File: src/logic/sd_host_pkg.sv
// sd_host package
// lane count, CRC constants, register map, beat phase enum
// and the packed structs shared by the write-data path

package sd_host_pkg;

   localparam int NUM_LANES  = 4;                // 4-bit DAT bus
   localparam int CRC_W      = 16;
   localparam logic [CRC_W-1:0] CRC_POLY = 16'h1021; // x^16+x^12+x^5+1
   localparam int REG_ADDR_W = 4;

   ////////////////////////////// register map
   localparam logic [REG_ADDR_W-1:0] ADDR_BLK_SIZE  = 4'd0;
   localparam logic [REG_ADDR_W-1:0] ADDR_BLK_COUNT = 4'd1;
   localparam logic [REG_ADDR_W-1:0] ADDR_CONTROL   = 4'd2;
   localparam logic [REG_ADDR_W-1:0] ADDR_STATUS    = 4'd3;

   // status bit positions
   localparam int STAT_BUSY     = 0;
   localparam int STAT_COMPLETE = 1;                // write one to clear
   localparam int STAT_ERROR    = 2;                // write one to clear

   // five phases, so three bits
   typedef enum logic [2:0] {
      PH_IDLE,
      PH_START,
      PH_DATA,
      PH_CRC,
      PH_END
   } dat_phase_e;

   typedef struct packed {
      dat_phase_e           phase;
      logic [NUM_LANES-1:0] nibble;
      logic                 last;                   // end beat of final block
   } dat_beat_t;

   typedef struct packed {
      dat_phase_e phase;
      logic       line;
      logic       last;
   } lane_bit_t;

   typedef struct packed {
      logic [15:0] blk_words;
      logic [15:0] blk_count;
   } xfer_cfg_t;

   typedef struct packed {
      logic [REG_ADDR_W-1:0] addr;
      logic                  wr;
      logic [31:0]           data;
   } reg_req_t;

endpackage

File: src/logic/blk_framer.sv
// block framer FSM
// waits for a full block in the FIFO, then issues start, data,
// CRC and end beats, one per clock

`timescale 1ns/1ps

module blk_framer #(
   parameter int FIFO_DEPTH = 16
) (
   input  logic                            clk,
   input  logic                            rst_n,
   input  logic                            start,
   input  sd_host_pkg::xfer_cfg_t          cfg,
   input  logic [$clog2(FIFO_DEPTH+1)-1:0] fifo_level,
   output logic                            fifo_pop,
   input  logic [31:0]                     fifo_word,
   output sd_host_pkg::dat_beat_t          beat
);

   typedef enum logic [2:0] {S_IDLE, S_WAIT, S_START, S_DATA, S_CRC, S_END, S_GAP} state_e;

   state_e      state;
   logic [15:0] blk_words_q;
   logic [15:0] blocks_left;
   logic [15:0] word_cnt;           // words sent in this block
   logic [2:0]  nib_idx;            // nibble within the word, msn first
   logic [3:0]  crc_cnt;
   logic [31:0] word_q;
   logic [31:0] cur_word;
   logic        blk_ready;

   assign blk_ready = 32'(fifo_level) >= 32'(blk_words_q);
   assign fifo_pop  = state == S_DATA && nib_idx == 3'd0;
   assign cur_word  = (nib_idx == 3'd0) ? fifo_word : word_q;

   ////////////////////////////// sequencing
   always_ff @(posedge clk) begin
      if (!rst_n) begin
         state       <= S_IDLE;
         blocks_left <= '0;
         word_cnt    <= '0;
         nib_idx     <= '0;
         crc_cnt     <= '0;
      end else begin
         case (state)
            S_IDLE: if (start) begin
               blocks_left <= cfg.blk_count;
               state       <= S_WAIT;
            end
            S_WAIT: if (blk_ready) state <= S_START;  // host stall parks here
            S_START: begin
               word_cnt <= '0;
               nib_idx  <= '0;
               state    <= S_DATA;
            end
            S_DATA: begin
               nib_idx <= nib_idx + 3'd1;
               if (nib_idx == 3'd7) begin
                  word_cnt <= word_cnt + 16'd1;
                  if (word_cnt == blk_words_q - 16'd1) begin
                     crc_cnt <= '0;
                     state   <= S_CRC;
                  end
               end
            end
            S_CRC: begin
               crc_cnt <= crc_cnt + 4'd1;
               if (crc_cnt == 4'd15) state <= S_END;
            end
            S_END: begin
               blocks_left <= blocks_left - 16'd1;
               state       <= (blocks_left == 16'd1) ? S_IDLE : S_GAP;
            end
            default: state <= S_WAIT;              // S_GAP, one idle beat
         endcase
      end
   end

   always_ff @(posedge clk) begin
      if (state == S_IDLE && start) blk_words_q <= cfg.blk_words;
      if (fifo_pop) word_q <= fifo_word;           // rest of the nibbles
   end

   ////////////////////////////// beat output
   always_comb begin
      beat.phase  = sd_host_pkg::PH_IDLE;
      beat.nibble = '1;
      beat.last   = 1'b0;
      case (state)
         S_START: begin
            beat.phase  = sd_host_pkg::PH_START;
            beat.nibble = '0;
         end
         S_DATA: begin
            beat.phase  = sd_host_pkg::PH_DATA;
            beat.nibble = cur_word[31 - 4*nib_idx -: 4];
         end
         S_CRC: beat.phase = sd_host_pkg::PH_CRC;  // lanes supply the bits
         S_END: begin
            beat.phase = sd_host_pkg::PH_END;
            beat.last  = blocks_left == 16'd1;
         end
         default: ;
      endcase
   end

endmodule

File: src/logic/dat_bus_drive.sv
// DAT bus driver
// merges the lane bits onto the pins with output enable
// and flags each block end and the transfer end

`timescale 1ns/1ps

module dat_bus_drive (
   input  logic                                                    clk,
   input  logic                                                    rst_n,
   input  sd_host_pkg::lane_bit_t [sd_host_pkg::NUM_LANES-1:0]     lanes,
   output logic [sd_host_pkg::NUM_LANES-1:0]                       data_to_card,
   output logic                                                    data_to_card_oe,
   output logic                                                    block_sent,
   output logic                                                    xfer_done
);

   logic [sd_host_pkg::NUM_LANES-1:0] line_vec;
   logic                              drive;
   logic                              end_beat;

   // lane 0 carries the framing for all four
   assign drive    = lanes[0].phase != sd_host_pkg::PH_IDLE;
   assign end_beat = lanes[0].phase == sd_host_pkg::PH_END;

   always_comb begin
      for (int k = 0; k < sd_host_pkg::NUM_LANES; k++) begin
         line_vec[k] = lanes[k].line;
      end
   end

   ////////////////////////////// pin stage
   always_ff @(posedge clk) begin
      if (!rst_n) begin
         data_to_card    <= '1;          // bus idles high
         data_to_card_oe <= 1'b0;
         block_sent      <= 1'b0;
         xfer_done       <= 1'b0;
      end else begin
         data_to_card_oe <= drive;
         data_to_card    <= drive ? line_vec : '1;
         block_sent      <= end_beat;
         xfer_done       <= end_beat && lanes[0].last;  // final end bit
      end
   end

endmodule

File: src/logic/dat_lane_crc.sv
// one DAT lane
// registers the lane bit and keeps its CRC16,
// shifted out msb first during the CRC phase

`timescale 1ns/1ps

module dat_lane_crc (
   input  logic                    clk,
   input  logic                    rst_n,
   input  sd_host_pkg::dat_phase_e phase,
   input  logic                    last,
   input  logic                    data_bit,
   output sd_host_pkg::lane_bit_t  lane_out
);

   logic [sd_host_pkg::CRC_W-1:0] crc_q;
   logic [sd_host_pkg::CRC_W-1:0] crc_next;
   logic                          fb;

   // serial CRC16-CCITT step, zero seed per block
   assign fb       = crc_q[sd_host_pkg::CRC_W-1] ^ data_bit;
   assign crc_next = {crc_q[sd_host_pkg::CRC_W-2:0], 1'b0}
                     ^ (fb ? sd_host_pkg::CRC_POLY : '0);

   always_ff @(posedge clk) begin
      if (!rst_n) begin
         crc_q          <= '0;
         lane_out.phase <= sd_host_pkg::PH_IDLE;
         lane_out.line  <= 1'b1;
         lane_out.last  <= 1'b0;
      end else begin
         lane_out.phase <= phase;
         lane_out.last  <= last;
         lane_out.line  <= data_bit;
         case (phase)
            sd_host_pkg::PH_START: crc_q <= '0;
            sd_host_pkg::PH_DATA:  crc_q <= crc_next;
            sd_host_pkg::PH_CRC: begin
               lane_out.line <= crc_q[sd_host_pkg::CRC_W-1];     // remainder out
               crc_q         <= {crc_q[sd_host_pkg::CRC_W-2:0], 1'b0};
            end
            default: crc_q <= crc_q;
         endcase
      end
   end

endmodule

File: src/logic/sd_host.sv
// sd_host write-data path top level
// registers, transmit FIFO, block framer, four DAT lanes
// and the bus driver

`timescale 1ns/1ps

module sd_host #(
   parameter int FIFO_DEPTH = 16
) (
   input  logic                              clk,
   input  logic                              rst_n,
   input  sd_host_pkg::reg_req_t             reg_req,
   output logic [31:0]                       reg_rd_data,
   input  logic [31:0]                       host_data,
   input  logic                              host_valid,
   output logic                              host_ready,
   output logic [sd_host_pkg::NUM_LANES-1:0] data_to_card,
   output logic                              data_to_card_oe
);

   localparam int LVL_W = $clog2(FIFO_DEPTH+1);

   logic                                                start;
   sd_host_pkg::xfer_cfg_t                              cfg;
   logic                                                block_sent;
   logic                                                xfer_done;
   logic                                                fifo_pop;
   logic [31:0]                                         fifo_word;
   logic [LVL_W-1:0]                                    fifo_level;
   sd_host_pkg::dat_beat_t                              beat;
   sd_host_pkg::lane_bit_t [sd_host_pkg::NUM_LANES-1:0] lanes;

   sd_host_regs #(.FIFO_DEPTH(FIFO_DEPTH)) regs_inst (
      .clk        (clk),
      .rst_n      (rst_n),
      .reg_req    (reg_req),
      .reg_rd_data(reg_rd_data),
      .start      (start),
      .cfg        (cfg),
      .block_sent (block_sent),
      .xfer_done  (xfer_done)
   );

   tx_word_fifo #(.FIFO_DEPTH(FIFO_DEPTH)) fifo_inst (
      .clk       (clk),
      .rst_n     (rst_n),
      .host_data (host_data),
      .host_valid(host_valid),
      .host_ready(host_ready),
      .fifo_pop  (fifo_pop),
      .fifo_word (fifo_word),
      .fifo_level(fifo_level)
   );

   blk_framer #(.FIFO_DEPTH(FIFO_DEPTH)) framer_inst (
      .clk       (clk),
      .rst_n     (rst_n),
      .start     (start),
      .cfg       (cfg),
      .fifo_level(fifo_level),
      .fifo_pop  (fifo_pop),
      .fifo_word (fifo_word),
      .beat      (beat)
   );

   ////////////////////////////// one CRC lane per DAT line
   for (genvar k = 0; k < sd_host_pkg::NUM_LANES; k++) begin : g_lane
      dat_lane_crc lane_inst (
         .clk     (clk),
         .rst_n   (rst_n),
         .phase   (beat.phase),
         .last    (beat.last),
         .data_bit(beat.nibble[k]),   // lane k takes nibble bit k
         .lane_out(lanes[k])
      );
   end

   dat_bus_drive drive_inst (
      .clk            (clk),
      .rst_n          (rst_n),
      .lanes          (lanes),
      .data_to_card   (data_to_card),
      .data_to_card_oe(data_to_card_oe),
      .block_sent     (block_sent),
      .xfer_done      (xfer_done)
   );

endmodule

File: src/logic/sd_host_regs.sv
// transfer registers of the write path
// block size and count, start validation,
// busy / complete / error flags and remaining-block counter

`timescale 1ns/1ps

module sd_host_regs #(
   parameter int FIFO_DEPTH = 16
) (
   input  logic                   clk,
   input  logic                   rst_n,
   input  sd_host_pkg::reg_req_t  reg_req,
   output logic [31:0]            reg_rd_data,
   output logic                   start,
   output sd_host_pkg::xfer_cfg_t cfg,
   input  logic                   block_sent,
   input  logic                   xfer_done
);

   logic [15:0] blk_size_q;
   logic [15:0] blk_count_q;
   logic [15:0] remain_q;
   logic        busy_q;
   logic        complete_q;
   logic        error_q;
   logic        start_q;
   logic        try_start;
   logic        bad_cfg;
   logic        stat_wr;
   logic [31:0] status;

   assign try_start = reg_req.wr && reg_req.addr == sd_host_pkg::ADDR_CONTROL
                      && reg_req.data[0] && !busy_q;
   assign bad_cfg   = blk_size_q == '0 || blk_size_q > 16'(FIFO_DEPTH)
                      || blk_count_q == '0;
   assign stat_wr   = reg_req.wr && reg_req.addr == sd_host_pkg::ADDR_STATUS;

   always_comb begin
      status = '0;
      status[sd_host_pkg::STAT_BUSY]     = busy_q;
      status[sd_host_pkg::STAT_COMPLETE] = complete_q;
      status[sd_host_pkg::STAT_ERROR]    = error_q;
      status[31:16]                      = remain_q;
   end

   ////////////////////////////// writes and flags
   always_ff @(posedge clk) begin
      if (!rst_n) begin
         blk_size_q  <= '0;
         blk_count_q <= '0;
         remain_q    <= '0;
         busy_q      <= 1'b0;
         complete_q  <= 1'b0;
         error_q     <= 1'b0;
         start_q     <= 1'b0;
      end else begin
         start_q <= 1'b0;
         if (reg_req.wr && reg_req.addr == sd_host_pkg::ADDR_BLK_SIZE)
            blk_size_q <= reg_req.data[15:0];
         if (reg_req.wr && reg_req.addr == sd_host_pkg::ADDR_BLK_COUNT)
            blk_count_q <= reg_req.data[15:0];

         // error set beats a same-cycle clear
         if (try_start && bad_cfg)
            error_q <= 1'b1;
         else if (stat_wr && reg_req.data[sd_host_pkg::STAT_ERROR])
            error_q <= 1'b0;

         if (xfer_done)
            complete_q <= 1'b1;
         else if (stat_wr && reg_req.data[sd_host_pkg::STAT_COMPLETE])
            complete_q <= 1'b0;

         if (try_start && !bad_cfg) begin
            start_q  <= 1'b1;           // one-cycle pulse to the framer
            busy_q   <= 1'b1;
            remain_q <= blk_count_q;
         end else begin
            if (block_sent)
               remain_q <= remain_q - 16'd1;
            if (xfer_done)
               busy_q <= 1'b0;
         end
      end
   end

   // settings frozen at start
   always_ff @(posedge clk) begin
      if (try_start && !bad_cfg) begin
         cfg.blk_words <= blk_size_q;
         cfg.blk_count <= blk_count_q;
      end
   end

   ////////////////////////////// read port, one stage
   always_ff @(posedge clk) begin
      if (!rst_n) begin
         reg_rd_data <= '0;
      end else begin
         case (reg_req.addr)
            sd_host_pkg::ADDR_BLK_SIZE:  reg_rd_data <= {16'd0, blk_size_q};
            sd_host_pkg::ADDR_BLK_COUNT: reg_rd_data <= {16'd0, blk_count_q};
            sd_host_pkg::ADDR_STATUS:    reg_rd_data <= status;
            default:                     reg_rd_data <= '0; // control is write-only
         endcase
      end
   end

   assign start = start_q;

endmodule

File: src/logic/tx_word_fifo.sv
// transmit word FIFO
// valid/ready write side, combinational pop side with fill level

`timescale 1ns/1ps

module tx_word_fifo #(
   parameter int FIFO_DEPTH = 16
) (
   input  logic                               clk,
   input  logic                               rst_n,
   input  logic [31:0]                        host_data,
   input  logic                               host_valid,
   output logic                               host_ready,
   input  logic                               fifo_pop,
   output logic [31:0]                        fifo_word,
   output logic [$clog2(FIFO_DEPTH+1)-1:0]    fifo_level
);

   localparam int PTR_W = (FIFO_DEPTH > 1) ? $clog2(FIFO_DEPTH) : 1;
   localparam int LVL_W = $clog2(FIFO_DEPTH+1);

   logic [31:0]      mem [FIFO_DEPTH];
   logic [PTR_W-1:0] wr_ptr;
   logic [PTR_W-1:0] rd_ptr;
   logic [LVL_W-1:0] level_q;
   logic             push;

   assign host_ready = level_q != LVL_W'(FIFO_DEPTH); // low when full
   assign push       = host_valid && host_ready;
   assign fifo_word  = mem[rd_ptr];                    // oldest word
   assign fifo_level = level_q;

   always_ff @(posedge clk) begin
      if (push)
         mem[wr_ptr] <= host_data;
   end

   // pointers wrap at FIFO_DEPTH, which need not be a power of two
   always_ff @(posedge clk) begin
      if (!rst_n) begin
         wr_ptr  <= '0;
         rd_ptr  <= '0;
         level_q <= '0;
      end else begin
         if (push)
            wr_ptr <= (wr_ptr == PTR_W'(FIFO_DEPTH-1)) ? '0 : wr_ptr + 1'b1;
         if (fifo_pop)
            rd_ptr <= (rd_ptr == PTR_W'(FIFO_DEPTH-1)) ? '0 : rd_ptr + 1'b1;
         case ({push, fifo_pop})
            2'b10:   level_q <= level_q + 1'b1;
            2'b01:   level_q <= level_q - 1'b1;
            default: level_q <= level_q;       // both or neither
         endcase
      end
   end

endmodule

File: config.mk
export PLATFORM = sky130hd
export DESIGN_NAME = sd_host
export DESIGN_NICKNAME = d
export VERILOG_FILES = /design/src/logic/sd_host_pkg.sv /design/src/logic/blk_framer.sv /design/src/logic/dat_bus_drive.sv /design/src/logic/dat_lane_crc.sv /design/src/logic/sd_host.sv /design/src/logic/sd_host_regs.sv /design/src/logic/tx_word_fifo.sv
export SDC_FILE = /design/constraint.sdc
export NUM_CORES = 1
export LEC_CHECK = 0
export BUFFER_PORTS_ARGS = -buffer_cell sky130_fd_sc_hd__buf_4
export CORE_AREA = 4 4 274 276
export CTS_BUF_LIST = sky130_fd_sc_hd__clkbuf_16
export DETAILED_ROUTE_END_ITERATION = 16
export DIE_AREA = 0 0 278 280
export MAX_ROUTING_LAYER = met4
export PLACE_DENSITY_LB_ADDON = 0.2
export SLEW_MARGIN = 25
export SYNTH_ARGS = -nofsm -noshare
export SYNTH_HDL_FRONTEND = slang
export SYNTH_SLANG_ARGS = --single-unit
File: constraint.sdc
create_clock -name clk -period 5.33 [get_ports clk]
set_input_delay 0.533 -clock clk [delete_from_list [all_inputs] [get_ports clk]]
set_output_delay 0.533 -clock clk [all_outputs]
set_load 0.01 [all_outputs]
-- Word-level counts from Yosys, hierarchy flattened
Memories as Yosys holds them, arrays and structs flattened. A register that Yosys moved wholly into a read port is not among the register bits.
Index checks and enable logic that the tools add are counted.
- $add $sub $neg: 11
- magnitude comparators: 2
- equality and inequality tests: 26
- shift-type cells: 1
- mux-type cells: 47
- bitwise gates (word level): 8
- reduce and logical (&&, ||, !) cells: 39
- operator list (kind ; count):
    $pmux W16 S3 ; 4
    $pmux W32 S3 ; 1
    $mux W16 ; 4
    $pmux W16 S2 ; 2
    $xor A16 B16 Y16 ; 4
    $mux W13 ; 4
    $sub A16 B1 Y16 const B ; 3
    $shiftx A35 B33 Y4 ; 1
    $logic_not A16 Y1 ; 2
    $mux W32 ; 1
    $mux W4 ; 6
    $mux W3 ; 6
    $pmux W3 S6 ; 1
    $add A16 B1 Y16 const B ; 1
    $eq A16 B1 Y1 const B ; 1
    $eq A16 B16 Y1 ; 1
    $ge A5 B16 Y1 ; 1
    $gt A16 B5 Y1 const B ; 1
    $pmux W4 S2 ; 2
    $reduce_bool A2 Y1 ; 8
    $logic_and A1 B1 Y1 ; 14
    $mux W1 ; 13
    $add A4 B1 Y4 const B ; 3
    $eq A3 B2 Y1 const B ; 4
    26 further kinds ; 46
- bits in registers: 298
- RAM bits: 512
- input bits: 72
- output and inout port bits: 38
- memories kept: 1
- memories (memory ; depth ; width ; read ports ; clocked after Yosys merged registers in ; wr ports ; RTL line ; source):
    fifo_inst.mem ; 16 ; 32 ; 1 ; 1 ; 1 ; tx_word_fifo.sv:22 ; logic [31:0] mem [FIFO_DEPTH];

-- Longest topological paths before layout
- word-level depth: 8
- depth in mapped cells: 18
- gate-level depth less buffers: 13

-- Modules after synthesis
Synthesis repeated with hierarchy kept, for this count alone.
- cells, all modules: 2095
- area total of the unflattened synthesis: 32967.9 µm²
- by module, submodules not included (module ; instances ; cells each ; area an instance (µm²)):
    tx_word_fifo ; 1 ; 900 ; 20111.8
    blk_framer ; 1 ; 454 ; 4926.0
    sd_host_regs ; 1 ; 425 ; 4471.8
    dat_lane_crc ; 4 ; 75 ; 814.5
    dat_bus_drive ; 1 ; 16 ; 200.2

-- Worst setup path after synthesis
Ideal clock, no wire load.
- kind: reg2reg
- from: register framer_inst.nib_idx[0]
- to: register fifo_inst.level_q[4], in the netlist fifo_inst.fifo_level[4]
- setup time: 0.076 ns
- data arrival time: 5.090 ns
- data required time: 5.254 ns
- slack: 0.165 ns
- stages on the path, launching flop included: 19
- buffers on the path: 5
- clock period less this slack: 5.165 ns
- path through: dfxtp_1 > clkbuf_1 > inv_1 > clkbuf_1 > ha_1 > clkbuf_1 > nand2b_1 > clkbuf_1 > clkbuf_1 > nor2_1 > ha_1 > inv_1 > fa_1 > inv_1 > a21o_1 > a21oi_1 > xnor2_1 > or3_1 > a21boi_0
- cells in the longest elaborated chain, start to end: 4
- elaborated cells between the ends (all ways): 6
- ends and longest elaborated chain (what ; RTL line ; source):
    start: declaration ; blk_framer.sv:26 ; logic [2:0] nib_idx;
    start signal: assignment ; blk_framer.sv:57 ; nib_idx <= nib_idx + 3'd1;
    $logic_not A3 Y1 (*) ; blk_framer.sv:33 ; assign fifo_pop = state == S_DATA && nib_idx == 3'd0;
    $logic_and A1 B1 Y1 (*) ; blk_framer.sv:33 ;
    named net fifo_inst.fifo_pop ; tx_word_fifo.sv:14 ; input logic fifo_pop,
    $eq A2 B1 Y1 or $eq A2 B2 Y1 (tied branches) ; tx_word_fifo.sv:49 ; case ({push, fifo_pop})
    $pmux W5 S2 or $reduce_bool A2 Y1 (tied branches) ; n/a ;
    end signal: assignment ; tx_word_fifo.sv:50 ; 2'b10: level_q <= level_q + 1'b1;
    end signal: assignment ; tx_word_fifo.sv:51 ; 2'b01: level_q <= level_q - 1'b1;
    end signal: assignment ; tx_word_fifo.sv:52 ; default: level_q <= level_q;
    end: declaration ; tx_word_fifo.sv:25 ; logic [LVL_W-1:0] level_q;
Mark *: on every way through the listed nets, which the timed path passes. The rest lies on a longest branch.
A chain may end at the register's enable or synchronous reset.

-- Worst setup path in the final report
- from: register framer_inst.nib_idx[0]
- to: register g_lane[0].lane_inst.crc_q[5] (netlist bit)
- cells in the longest elaborated chain, start to end: 8
- elaborated cells between the ends (all ways): 9
- ends and longest elaborated chain (what ; RTL line ; source):
    parallel branches: the longest is 2 deep, another holds $sub A5 B5 Y6 ; n/a ;
    $shiftx A35 B33 Y4 (*) ; blk_framer.sv:96 ; beat.nibble = cur_word[31 - 4*nib_idx -: 4];
    $pmux W4 S2 (*) ; blk_framer.sv:89 ; case (state)
    $xor A1 B1 Y1 (*) ; dat_lane_crc.sv:21 ; assign fb = crc_q[sd_host_pkg::CRC_W-1] ^ data_bit;
    $mux W13 (*) ; dat_lane_crc.sv:23 ; ^ (fb ? sd_host_pkg::CRC_POLY : '0);
    $xor A16 B16 Y16 (*) ; dat_lane_crc.sv:23 ;
    $pmux W16 S3 (*) ; dat_lane_crc.sv:35 ; case (phase)
    end signal: assignment ; dat_lane_crc.sv:37 ; sd_host_pkg::PH_DATA: crc_q <= crc_next;
    end signal: assignment ; dat_lane_crc.sv:40 ; crc_q <= {crc_q[sd_host_pkg::CRC_W-2:0], 1'b0};
    end signal: assignment ; dat_lane_crc.sv:42 ; default: crc_q <= crc_q;
    end: declaration ; dat_lane_crc.sv:16 ; logic [sd_host_pkg::CRC_W-1:0] crc_q;
Mark *: on every way between the ends.

==> results.py <==
metrics = {
    "global_routing": {
        "grt_overflow": 0,
        "grt_max_degree": 72,
        "grt_use_total": 0.200,
        "grt_pass1_vias": 18800,
        "antenna_found_initial": 5,
        "grt_pass1_wl_mm": 116,
    },
    "pwr": {
        "p_leak_nw": 12.5,
        "p_int_mw": 10.3,
        "sequentialPowerShare": 0.528,
        "sw_frac_of_total": 0.203,
        "p_sw_mw": 2.63,
        "power_density_nw_per_um2": 349,
        "p_comb_frac": 0.023,
        "vdd_drop_max_v": 0.000284,
        "p_clk_frac": 0.449,
    },
    "timing": {
        "period_share": 0.734,
        "grt_setup_unrepaired": "no",
        "slew_headroom": 0.359,
        "fin_crit_ps": 3910,
        "finalSetupViolCount": 0,
        "skew_ps": 16.8,
        "clock.fmax_ghz": 0.256,
        "hold_violations": 0,
        "setup_tns_ps": 0,
        "drv_slew": 0,
        "worstMarginPinSlew_ps": 958,
        "setup_ws_ps": 1420,
    },
    "clock_network": {
        "clock_latency_ps": 630,
        "ctsHoldBuffers": 0,
        "htreeDepth": 3,
        "cts_resized": 0,
        "cts_buffers": 84,
        "cts_sinks": 814,
        "clkTransAtPathRegs_ps": 60,
        "cts_tree": "yes",
        "cts_root_buffer": "clkbuf_16",
        "post_cts_buffers": 0,
        "cts_max_path_buffers": 3,
    },
    "yosys": {
        "synth_compound_area_frac": 0.0804,
        "synthAdderAreaFrac": 0.00986,
        "yosys.area_share.simple": 0.0896,
        "avgSynthCellArea_um2": 14.9,
        "yosys_register_bits": 814,
        "synth_top_family_by_area": "multiplexers",
        "muxShareOfSynthArea": 0.101,
        "synth_cell_types": 86,
        "synthTopCellsByArea": "edfxtp_1, dfxtp_1, mux4_2",
        "yosys_most_used_dff": "edfxtp_1",
        "synth_top_area_share": 0.547,
        "synth.net_count": 2271,
        "ys_seq_area_frac": 0.684,
        "yosysWarnings": 0,
        "yosys.area_share.xor_xnor": 0.0154,
        "synthCells": 2174,
        "async_flop_share": 0,
        "syn_area_um2": 32500,
        "synth_top_area_cell": "edfxtp_1",
        "synth-edff-count": 592,
    },
    "placed_design": {
        "dpl.hpwl_mm": 46.0,
        "place_area_um2": 34400,
        "placed_cells": 3157,
        "routabilityCongestion": 0.842,
        "dp_worst_setup_slack_ps": 1480,
        "port_buffers": 93,
    },
    "min_path": {
        "holdPathStages": 3,
        "hold_class": "primary input to flip-flop",
    },
    "final_layout": {
        "area_growth_pct": 14.5,
        "finalNonFillerCells": 3318,
        "fill_cells": 6050,
        "drive_gt1_frac": 0.185,
        "finish.utilization": 0.512,
        "layout.nets": 2382,
        "fin_area_um2": 37200,
    },
    "drt": {
        "routedWlPerCell_um": 22.9,
        "antenna_left": 0,
        "drt-initial-drc-count": 1612,
        "dr.pass1.iters": 7,
        "routed_wl_mm": 76.0,
        "vias_per_cell": 5.65,
        "drc_errors": 0,
        "vias": 18800,
    },
    "worst_setup_path": {
        "start_kind": "flip-flop",
        "arrival_ps": 4420,
        "required_ps": 5840,
        "crit_fanout": 11,
        "crit_type": "flip-flop to flip-flop",
        "end_kind": "flip-flop",
        "r2r_cells": 10,
    },
    "die": {
        "rows": 99,
        "num_io_pins": 110,
        "fp.dieH_um": 280,
        "fp.dieW_um": 278,
        "coreArea_um2": 72600,
        "start_util": 0.447,
        "dieArea_um2": 77800,
    },
    "run_status": {
        "outcome": "complete, no violations",
    },
    "run": {
        "drv_cap": 0,
    },
}
state kept, by name, indices dropped and copies added (netlist names), 5 cells and up, named ones only:
name,cells
framer_inst.blocks_left,16
framer_inst.word_q,32
fifo_inst.mem,512
regs_inst.blk_count_q,16
regs_inst.remain_q,16
regs_inst.cfg,32
g_lane.lane_inst.crc_q,64
regs_inst.reg_rd_data,32
fifo_inst.fifo_level,5
regs_inst.blk_size_q,16
framer_inst.blk_words_q,16
framer_inst.word_cnt,16
g_lane.lane_inst.lane_out,8
through the flow:
stage / hold slack, ps / power (mW)
2_1_floorplan: 393 / 7.12
3_3_place_gp: 403 / 7.27
3_5_place_dp: 405 / 7.28
4_1_cts: 128 / 13.1
5_1_grt: 162 / 13.4
6_report: 170 / 13.0
final cells by class:
type	count	area, um2	share of cell area
diodes	5	12.5	0.000337
clock buffers	89	2230	0.0599
clock inverters	66	536	0.0144
inverters	32	120	0.00323
multi-input cells	1214	9740	0.262
flip-flops and latches	814	22200	0.598
well taps	959	1200	0.0323
repair buffers	139	1100	0.0296
per-layer routing:
metal | track usage | share of wire | vias up
li1 | - | - | 8597
met1 | 0.268 | 0.44 | 9564
met2 | 0.316 | 0.48 | 483
met3 | 0.0381 | 0.057 | 106
met4 | 0.0568 | 0.023 | 0
met5 | - | 0 | -
cell families (layout without fill, tap and decap cells):
group                      count (synthesis)  count (layout)
and+or+nand+nor                          582             582
AOI/OAI and AO/OA                        358             358
adders and majority gates                 25              25
other                                      0               5
xor gates and xnor gates                  57              57
buffers and inverters                    146             326
DFF                                      814             814
muxes                                    192             192
layout by cell type, fill, tap and decap left out, types with 16 or more instances in the layout:
master       n
dfxtp_1    218
a221oi_1    20
xnor2_1     30
nor4_1      16
o21ai_0     44
nand2b_1    16
and2_1      32
clkbuf_16   89
a22o_1      16
ha_1        24
a21boi_0    27
nor2_1      98
xor2_1      27
edfxtp_1   592
o211a_1     17
mux4_2     107
nand2_1    183
nor3_1      34
a21oi_1     46
nor2b_1     64
a22oi_1     75
inv_1       41
mux2i_1     72
buf_4      135
nand3_1     40
a21boi_1    21
path summary, 6_finish.rpt:
kind	start	endpoint	slack, ps
worst max-delay path	framer_inst.nib_idx[0]	g_lane[0].lane_inst.crc_q[5]	1420
worst max register to register	framer_inst.nib_idx[0]	g_lane[0].lane_inst.crc_q[5]	1420
worst min register to register	regs_inst.cfg[30]	framer_inst.blk_words_q[14]	420
worst min-delay path	reg_req[5]	regs_inst.blk_size_q[5]	170
cell usage after synthesis, types with 16 or more instances:
master    count
buf_2        16
inv_1        31
xnor2_1      30
nor3_1       38
xor2_1       27
a21boi_0     27
a21oi_1      48
a221oi_1     20
edfxtp_1    592
and2_1       33
ha_1         24
nor4_1       16
nand2b_1     16
a22oi_1      75
nor2_1      111
nand2_1     183
o211a_1      17
nor2b_1      64
a22o_1       16
nand3_1      40
mux4_2      107
o21ai_0      44
dfxtp_1     222
a21boi_1     21
clkbuf_1     76
mux2i_1      72
worst max-delay path, cell delays in order (launching register included):
cell	delay, ps
dfxtp_1	310
inv_1	280
ha_1	470
nor2b_1	670
nand2_1	250
nor4bb_1	510
o21ai_0	210
o32ai_1	500
mux2_2	410
nand3_1	80
o211ai_1	90
power by group through the flow:
| stage | logic [mW] | registers [mW] | clock network [mW] |
|---|---|---|---|
| 2_1_floorplan | 0.137 | 6.99 | 0 |
| 3_3_place_gp | 0.286 | 6.98 | 0 |
| 3_5_place_dp | 0.294 | 6.99 | 0 |
| 4_1_cts | 0.296 | 6.85 | 5.97 |
| 5_1_grt | 0.322 | 6.85 | 6.27 |
| 6_report | 0.294 | 6.85 | 5.83 |
Power figures use the tool's default switching activity.
